<file path="src/fetch_pkg.sv">
`default_nettype none

package fetch_pkg;

   // one fetched item handed to decode
   typedef struct packed {
      logic [31:0] pc;
      logic [31:0] insn;
   } fetch_out_t;

   typedef struct packed {
      logic [31:0] dividend;
      logic [31:0] divisor;
   } div_req_t;

   typedef struct packed {
      logic [31:0] quotient;
      logic [31:0] remainder;
   } div_res_t;

   // 2'd3 is not used
   typedef enum logic [1:0] {
      sh_sll = 2'd0,
      sh_srl = 2'd1,
      sh_sra = 2'd2
   } shift_op_e;

   typedef struct packed {
      shift_op_e   op;
      logic [31:0] value;
      logic [4:0]  shamt;
   } shift_req_t;

   typedef struct packed {
      logic [31:0] result;
   } shift_res_t;

endpackage

`default_nettype wire

</file>
<file path="src/serial_shifter.sv">
`timescale 1ns/10ps
`default_nettype none

module serial_shifter import fetch_pkg::*; (
   input  logic       clk,
   input  logic       rst_n,
   input  shift_req_t req,
   input  logic       req_valid,
   output logic       req_ready,
   output shift_res_t res,
   output logic       res_valid,
   input  logic       res_ready,
   output logic       busy
);

   typedef enum logic [1:0] {
      st_idle,
      st_shift,
      st_done
   } state_e;

   state_e      state;
   shift_op_e   op_q;
   logic [31:0] val_q;
   logic [4:0]  cnt;     // positions still to shift
   logic        accept;

   assign accept     = req_valid & req_ready;
   assign busy       = accept | (state != st_idle);
   assign res_valid  = (state == st_done);
   assign res.result = val_q;

   always_ff @(posedge clk or negedge rst_n) begin
      if (!rst_n) begin
         state     <= st_idle;
         req_ready <= 1'b0;
         cnt       <= '0;
      end else begin
         case (state)
            st_idle: begin
               if (accept) begin
                  state     <= st_shift;
                  req_ready <= 1'b0;
                  cnt       <= req.shamt;
               end else begin
                  req_ready <= 1'b1;
               end
            end
            st_shift: begin
               if (cnt == 5'd0) state <= st_done;
               else cnt <= cnt - 5'd1;
            end
            default: if (res_ready) state <= st_idle;
         endcase
      end
   end

   always_ff @(posedge clk) begin
      if (accept) begin
         op_q  <= req.op;
         val_q <= req.value;
      end else if (state == st_shift && cnt != 5'd0) begin
         case (op_q)
            sh_srl:  val_q <= {1'b0, val_q[31:1]};
            sh_sra:  val_q <= {val_q[31], val_q[31:1]};   // sign fill
            default: val_q <= {val_q[30:0], 1'b0};
         endcase
      end
   end

   a_no_accept_busy: assert property (@(posedge clk) disable iff (!rst_n)
      req_valid && req_ready |-> state == st_idle)
      else $error("shifter accepted a request while busy");

endmodule

`default_nettype wire

</file>
<file path="config.mk">
export PLATFORM = sky130hd
export DESIGN_NAME = serial_shifter
export DESIGN_NICKNAME = d
export VERILOG_FILES = /design/src/fetch_pkg.sv /design/src/serial_shifter.sv
export SDC_FILE = /design/constraint.sdc
export NUM_CORES = 1
export LEC_CHECK = 0
export ABC_CLOCK_PERIOD_IN_PS = 3400
export BUFFER_PORTS_ARGS = -buffer_cell sky130_fd_sc_hd__clkbuf_2
export CAP_MARGIN = 20
export CORE_MARGIN = 2
export CORE_UTILIZATION = 53
export DETAILED_ROUTE_END_ITERATION = 10
export PLACE_DENSITY = 0.89
export REMOVE_ABC_BUFFERS = 1
export SYNTH_ARGS = -nofsm -noshare
export SYNTH_HDL_FRONTEND = slang
export SYNTH_SLANG_ARGS = --single-unit
</file>
<file path="constraint.sdc">
create_clock -name clk -period 3.4 [get_ports clk]
set_input_delay 0.34 -clock clk [delete_from_list [all_inputs] [get_ports clk]]
set_output_delay 0.34 -clock clk [all_outputs]
set_load 0.01 [all_outputs]
</file>
==> run metrics <==
fin cells ~330; vias per inst 5.83; initial antenna violation count 0; LEAKAGE 0.00119 uW; Mapped Cells around 210; post-DP HPWL 3550 microns; Worst Slack Setup Final approximately 1.3 ns; # setup viols final 0; max-cap violations 0; root buf cell clkbuf_8; number of CTS-inserted buffers 5; grt peak-use layer met2; reg2reg setup slack 1.27 ns; final hold vios 0; DRT Wirelength 5130 microns; via count ~1900; most frequent cells in the layout clkbuf_2 (77), nor2_1 (65), edfxtp_1 (34); Setup WS pre-CTS ~1.3 ns; Util after Layout 0.679; Clock transition at path regs 0.09 ns; pwr/cell area 992 nW/um^2; RSZ-0062 raised after global routing no; vias in the first global route 1737; FF-to-FF path depth 6; Worst Path Required 3.55 ns; Total Nets Final 324; Tot GR Track Use 0.230; clock buffer depth 2; crit path time final 2.13 ns; DRT iter0 DRCs 223; Peak VDD IR 0.509 mV; Post-Syn Area 2140 sq um; synth-to-layout area growth 24.8%; die area 4570 sq um; Peak Freq 0.470 GHz; per-cell routed wire length 15.6 microns; core footprint approximately 4000 sq um; number of routed nets with antenna violations 0; flops & latches, synth 42; drt first pass iters 4; Hold WC Path Type input pin to flop; Max-slew headroom 0.335; worst-margin pin slew 0.996 ns; GR Layer Usage met1 0.299; status finished, final reports clean; largest net degree at the start of global routing 37; Initial Utilization 0.544; first-pass GRT wire length around 7700 microns; share of post-route cells with drive strength above 1 0.333; clk_lat worst skew approximately 0.3 ns; setup TNS 0 ns; fillcell total 291; Cells after DPL 320; htree depth 2; GRT overflow 0; Tcrit/Tclk final 0.626; syn_area_per_cell about 10 sq um; Die H 67.6 microns; clock sink count between 40 and 50; post-synth cell types 30; clk_skew 0.0157 ns; CP startpoint op_q[0]; hold_ws 0.224 ns; global-route track usage on met2 0.373; Setup Crit Path Kind flop to flop; commonest non-fill, non-tap cell in the layout clkbuf_2; die width between 60 and 70 microns; Critical R2R Launch op_q[0]; # IOs 78; CP Launch Type flop; CP Data Arrival Time 2.28 ns; Diodes inserted 0; Cell Rows 23; met3 usage 0.0567; routability congestion estimate 0.931; DR DRC count 0; port bufs 77; crit path capture res[10]; crit path capture type flop; CTS tree built; Yosys warning count 0; Slew Limit Fails 0; CP max FO 32; r2r endpoint res[10]; sequential-to-total area share from yosys stat 0.569
## through the flow
step,power [uW],cell area [sq um]
after floorplan,1820,2090
after global placement,2220,2560
after detailed placement,2270,2560
after CTS,2660,2680
after global routing,2840,2680
final,2650,2680
## worst max-delay path, cell delays in order, from the launching register on
cell,delay (ns)
edfxtp_1,0.41
inv_1,0.08
ha_1,0.23
buf_4,0.24
o21ba_2,0.70
a221oi_1,0.16
nor2_1,0.17
## timing repair
action,CTS,global route
setup buffers,0,0
hold buffers,1,0
resized for setup,0,0
hold endpoints to repair,8,0
## how the worst min path moves through the flow
stage,start,cells past startpoint,to
after global placement,rst_n,1,state[1]
after CTS,req[37],1,op_q[0]
after detailed placement,rst_n,1,state[1]
after floorplan,rst_n,0,cnt[0]
after global routing,req[38],1,op_q[1]
final,req[37],1,op_q[0]
## flip-flops by register name, summed over array words and instances, names as in the netlist
signal and count:
req_ready 1, state 2, op_q 2, res 32, cnt 5
## metal layers
| metal | vias to the layer above | routed length [microns] |
|---|---|---|
| li1 | 909 | - |
| met5 | - | 0 |
| met4 | 0 | 70 |
| met3 | 6 | 371 |
| met1 | 918 | 2110 |
| met2 | 86 | 2580 |
## power breakdown
group	internal, uW	total [uW]	switching (uW)
combinational	441	1090	647
clock	216	387	171
sequential	935	1180	245
## area by class of cell
type                       instances  area, sq um  area share
clock buffer                       5         68.8      0.0257
clock inverter                     3         40.0      0.0150
inverter                           8         30.0      0.0112
timing repair buffer              81          418       0.156
multi-input combinational        140          836       0.312
tap                               50         62.6      0.0234
sequential                        42         1220       0.456
## cells in the mapped netlist, drive strengths merged
cell type / n / share of area
nand2: 10 / 0.018
buf: 2 / 0.0041
ha: 3 / 0.018
or3b: 1 / 0.0041
nand3: 4 / 0.0093
a21oi: 2 / 0.0099
dfrtp: 8 / 0.093
or4b: 2 / 0.011
nand4: 1 / 0.0029
a41oi: 1 / 0.0041
nand4bb: 1 / 0.0053
edfxtp: 34 / 0.48
and4bb: 1 / 0.0058
nor2: 65 / 0.11
nor2b: 1 / 0.0029
mux2i: 3 / 0.014
nand3b: 3 / 0.011
a211oi: 5 / 0.018
o22ai: 1 / 0.0029
inv: 8 / 0.014
nor3: 1 / 0.0023
nand2b: 1 / 0.0029
a221oi: 30 / 0.12
nor3b: 1 / 0.0035
clkbuf: 13 / 0.023
o21ba: 1 / 0.0047
o21ai: 2 / 0.0047
## cell families after synthesis
family	after synthesis	synth area share
simple gates	92	0.192
compound gates	42	0.166
flops	42	0.569
buf+inv	23	0.0408
mux	3	0.0140
fa+ha+maj	3	0.0175
Note: power is estimated with default switching activity, not from simulation.
