## src/fetch_pkg.sv

```systemverilog
`default_nettype none

package fetch_pkg;

   // one fetched item handed to decode
   typedef struct packed {
      logic [31:0] pc;
      logic [31:0] insn;
   } fetch_out_t;

   typedef struct packed {
      logic [31:0] dividend;
      logic [31:0] divisor;
   } div_req_t;

   typedef struct packed {
      logic [31:0] quotient;
      logic [31:0] remainder;
   } div_res_t;

   // 2'd3 is not used
   typedef enum logic [1:0] {
      sh_sll = 2'd0,
      sh_srl = 2'd1,
      sh_sra = 2'd2
   } shift_op_e;

   typedef struct packed {
      shift_op_e   op;
      logic [31:0] value;
      logic [4:0]  shamt;
   } shift_req_t;

   typedef struct packed {
      logic [31:0] result;
   } shift_res_t;

endpackage

`default_nettype wire

```

## src/serial_divider.sv

```systemverilog
`timescale 1ns/10ps
`default_nettype none

module serial_divider import fetch_pkg::*; (
   input  logic     clk,
   input  logic     rst_n,
   input  div_req_t req,
   input  logic     req_valid,
   output logic     req_ready,
   output div_res_t res,
   output logic     res_valid,
   input  logic     res_ready,
   output logic     busy
);

   typedef enum logic [1:0] {
      st_idle,
      st_calc,
      st_fin,
      st_done
   } state_e;

   state_e      state;
   logic [4:0]  cnt;
   logic        div_zero;
   logic [31:0] rem_q;
   logic [31:0] quo_q;   // dividend shifts out, quotient shifts in
   logic [31:0] dsr_q;
   logic [32:0] trial;
   logic        accept;

   assign accept    = req_valid & req_ready;
   assign busy      = accept | (state != st_idle);
   assign res_valid = (state == st_done);

   assign trial = {rem_q, quo_q[31]} - {1'b0, dsr_q};

   always_ff @(posedge clk or negedge rst_n) begin
      if (!rst_n) begin
         state     <= st_idle;
         req_ready <= 1'b0;
         cnt       <= '0;
      end else begin
         case (state)
            st_idle: begin
               if (accept) begin
                  state     <= st_calc;
                  req_ready <= 1'b0;
                  cnt       <= '0;
               end else begin
                  req_ready <= 1'b1;
               end
            end
            st_calc: begin
               cnt <= cnt + 5'd1;
               if (cnt == 5'd31) state <= st_fin;
            end
            st_fin: state <= st_done;
            default: if (res_ready) state <= st_idle;
         endcase
      end
   end

   always_ff @(posedge clk) begin
      if (accept) begin
         rem_q    <= '0;
         quo_q    <= req.dividend;
         dsr_q    <= req.divisor;
         div_zero <= (req.divisor == 32'd0);
      end else if (state == st_calc && !div_zero) begin
         if (!trial[32]) begin
            rem_q <= trial[31:0];
            quo_q <= {quo_q[30:0], 1'b1};
         end else begin
            rem_q <= {rem_q[30:0], quo_q[31]};
            quo_q <= {quo_q[30:0], 1'b0};
         end
      end
      if (state == st_fin) begin
         // quo_q still holds the dividend when dividing by zero
         if (div_zero) res <= '{quotient: '1, remainder: quo_q};
         else res <= '{quotient: quo_q, remainder: rem_q};
      end
   end

   a_res_stable: assert property (@(posedge clk) disable iff (!rst_n)
      res_valid && !res_ready |=> $stable(res))
      else $error("divider result changed before it was taken");

endmodule

`default_nettype wire

```

## config.mk

```make
export PLATFORM = sky130hd
export DESIGN_NAME = serial_divider
export DESIGN_NICKNAME = d
export VERILOG_FILES = /design/src/fetch_pkg.sv /design/src/serial_divider.sv
export SDC_FILE = /design/constraint.sdc
export NUM_CORES = 1
export LEC_CHECK = 0
export BUFFER_PORTS_ARGS = -buffer_cell sky130_fd_sc_hd__clkbuf_2
export CAP_MARGIN = 20
export CORE_ASPECT_RATIO = 1.4
export CORE_MARGIN = 1
export CORE_UTILIZATION = 40
export CTS_CLUSTER_DIAMETER = 40
export DETAILED_ROUTE_END_ITERATION = 10
export HOLD_SLACK_MARGIN = 0.15
export PLACE_DENSITY = 0.64
export SLEW_MARGIN = 20
export SYNTH_ARGS = -nofsm -noshare
export SYNTH_HDL_FRONTEND = slang
export SYNTH_SLANG_ARGS = --single-unit
```

## constraint.sdc

```tcl
create_clock -name clk -period 4.45 [get_ports clk]
set_input_delay 0.2225 -clock clk [delete_from_list [all_inputs] [get_ports clk]]
set_output_delay 0.2225 -clock clk [all_outputs]
set_load 0.05 [all_outputs]
```

==> impl_metrics.env <==
export IMPL_status="complete, no violations"
export IMPL_setup_violations=0
export IMPL_startpoint="quo_q[31]$_DFFE_PP_"
export IMPL_top_layer_used="met4"
export IMPL_num_nets_final=1163
export IMPL_cp_slowest_cell="or4_4"
export IMPL_num_rows=64
export IMPL_skew_ns=0.0128
export IMPL_synth_top_family_by_area="simple AND/OR/NAND/NOR gates"
export IMPL_yosys_warnings=0
export IMPL_crit_top_cell="buf_4"
export IMPL_wire_per_inst_um=16.2
export IMPL_synthArstFlopShare_pct=4.73
export IMPL_finalSetupTns_ns=0
export IMPL_fill_cells=1996
export IMPL_synth_mux_area_share_pct=4.48
export IMPL_grt_setup_unrepaired="no"
export IMPL_rr_worst_depth=13
export IMPL_wl_met1_um=9860
export IMPL_dr_wl_met3_um=947
export IMPL_max_freq_ghz=0.265
export IMPL_period_needed_ns=3.77
export IMPL_cts_tree="done"
export IMPL_drive_above_1_share_pct=23.6
export IMPL_drc_errors=0
export IMPL_cts_sinks=169
export IMPL_synth_area_um2=8930
export IMPL_ys_seq_area_share_pct=52.8
export IMPL_synthTopCellsByArea="edfxtp_1 (43%), nand2_1 (7.4%), dfxtp_1 (7.2%)"
export IMPL_drtIter0Drc=498
export IMPL_finalWirelength_um=22100
export IMPL_r2r_slack_ns=0.68
export IMPL_cts_buffers=17
export IMPL_dieWidth_um=128
export IMPL_ctsHtreeMaxLevel=4
export IMPL_ant_nets=0
export IMPL_synthCells=869
export IMPL_synth_adder_area_share_pct=5.69
export IMPL_dpl_hpwl_um=15600
export IMPL_synth_top_area_share_pct=43.4
export IMPL_io_buffers=134
export IMPL_finalWorstSetupSlack_ns=0.677
export IMPL_gp_congestion=0.848
export IMPL_dp_slack_ns=0.692
export IMPL_slowest_delay_ns=0.60
export IMPL_timing_rr_end="rem_q[16]$_SDFFE_PP0P_"
export IMPL_die_area_um2=22900
export IMPL_cts_root_buf="clkbuf_16"
export IMPL_grt_pass1_wl_um=34400
export IMPL_peakVddDrop_uv=327
export IMPL_cp_arrival_ns=4.10
export IMPL_synth_common_cells="nand2_1 (176), edfxtp_1 (129), a21oi_1 (53), inv_1 (45), ha_1 (39)"
export IMPL_io_pin_count=135
export IMPL_total_power_uw=6060
export IMPL_ys_flop_type="edfxtp_1"
export IMPL_crit_fanout=19
export IMPL_endpoint_kind="flop"
export IMPL_hold_violations=0
export IMPL_cp_required_ns=4.78
export IMPL_syn_nets=977
export IMPL_grt_ovfl_total=0
export IMPL_power_density_nw_per_um2=547
export IMPL_synth_seq_cells=169
export IMPL_num_antenna_cells=0
export IMPL_clk_latency_ns=0.45
export IMPL_worst_pin_slew_ns=1.02
export IMPL_cp_start_kind="flop"
export IMPL_path_clk_slew_ns=0.07
export IMPL_die_h_um=179
export IMPL_start_util_pct=40.9
export IMPL_place_area_um2=9870
export IMPL_antenna_found_initial=0
export IMPL_final_area_um2=11100
export IMPL_leakagePower_uw=0.00464
export IMPL_hp_class="input port to async pin"
export IMPL_vias_per_cell=5.30
export IMPL_cts_path_max_buffers=2
export IMPL_via_count=7239
export IMPL_track_usage_pct=19.6
export IMPL_syn_avg_cell_area_um2=10.3
export IMPL_maxSlewHeadroom_pct=32.1
export IMPL_grt_max_degree=70
export IMPL_yosys_area_top_type="edfxtp_1"
export IMPL_synth_compound_area_share_pct=12.5
export IMPL_wl_met2_um=10700
export IMPL_min_period_over_period_pct=84.8
export IMPL_critPathKind="flop to flop"
export IMPL_synth_most_common_cell="nand2_1"
export IMPL_max_cap_violations=0
export IMPL_grt_pass1_vias=6703
export IMPL_areaGrowthSynthToFinish_pct=24.0
export IMPL_yosys_area_share_simple_pct=18.4
export IMPL_core_um2=21900
export IMPL_dr_pass1_iters=5
export IMPL_path_cells="inv_1 > ha_1 > fa_1 > nand2b_1 > a21oi_1 > o21ai_0 > or4_4 > a211oi_2 > or3_1 > and2_1 > buf_4 > buf_4 > o211ai_1"
export IMPL_timing_rr_start="quo_q[31]$_DFFE_PP_"
export IMPL_synth_xor_xnor_area_share_pct=2.06
export IMPL_synthDistinctLibCells=65
export IMPL_drv_slew=0
export IMPL_synth_edff_count=129
[cell type report]
type	count	area (um2)	area share, %
clock inverters	13	104	0.937
clock buffers	19	453	4.09
repair buffers	211	1410	12.7
multi-input cells	611	3860	34.8
inverters	45	169	1.52
well taps	297	372	3.35
flip-flops and latches	169	4710	42.5
[cells by family (layout without fill, tap and decap cells)]
family / count (synthesis) / after routing
multiplexers: 36 / 36
adder cells (fa/ha/maj): 40 / 40
AND/OR/NAND/NOR: 348 / 348
buffers and inverters: 89 / 288
flip-flops: 169 / 169
XOR/XNOR: 21 / 21
AO/OA/AOI/OAI: 166 / 166
[stage by stage]
step / utilization [%] / hold slack (ns) / std cells
3_3_place_gp: 45.2 / 0.0877 / 1268
5_1_grt: 50.7 / 0.175 / 1365
4_1_cts: 50.7 / 0.152 / 1365
6_report: 50.7 / 0.158 / 1365
3_5_place_dp: 45.2 / 0.0893 / 1268
2_1_floorplan: - / -0.0731 / 869
[metal layers]
metal / global-route usage (%) / up-vias
li1: - / 3535
met1: 25.2 / 3429
met2: 32.7 / 234
met3: 3.40 / 41
met4: 7.84 / 0
met5: 0 / -
[worst max path at each step]
stage	depth (start not counted)	slack (ns)	to
2_1_floorplan	13	1.15	quo_q[0]$_DFFE_PP_
3_3_place_gp	13	0.77	rem_q[21]$_SDFFE_PP0P_
3_5_place_dp	13	0.69	rem_q[24]$_SDFFE_PP0P_
4_1_cts	13	0.68	rem_q[16]$_SDFFE_PP0P_
5_1_grt	13	0.46	rem_q[17]$_SDFFE_PP0P_
6_report	13	0.68	rem_q[16]$_SDFFE_PP0P_
[where the power goes]
part,switching (uW),internal [uW],leakage [uW]
clock,661,756,0.000277
sequential,213,2300,0.00158
combinational,1540,590,0.00278
total,2410,3650,0.00464
[registers in the layout, indices dropped and copies added, names as in the netlist]
| register | cells |
|---|---|
| div_zero | 1 |
| state | 2 |
| res | 64 |
| cnt | 5 |
| rem_q | 32 |
| dsr_q | 32 |
| req_ready | 1 |
| quo_q | 32 |
[layout by cell type (no fill, tap or decap), drive strengths merged, types with 7 or more instances in the layout]
master / n
o21ai: 28
nor3: 11
nor2b: 8
a21oi: 53
nand4: 19
xnor2: 15
ha: 39
buf: 12
dlygate4sd3: 65
inv: 51
nand2: 176
nand2b: 7
a221o: 11
mux2: 32
nor2: 34
dfrtp: 8
and3: 8
o211ai: 20
dfxtp: 32
nor4: 10
clkbuf: 153
nand3: 21
edfxtp: 129
or2: 33
a21o: 9
[critical path: cells and delay by family, from the launching register on]
kind	cells	cell delay, ns
buffers and inverters	3	0.56
flip-flops	1	0.37
AO/OA/AOI/OAI	4	0.83
AND/OR/NAND/NOR	4	1.26
adder cells (fa/ha/maj)	2	0.62
[timing repair]
| action | in CTS | in global routing |
|---|---|---|
| setup buffers | 0 | 0 |
| gates resized for setup | 0 | 0 |
| endpoints found under the hold margin | 72 | 0 |
| hold buffers | 65 | 0 |
(Power assumes the default switching activity.)
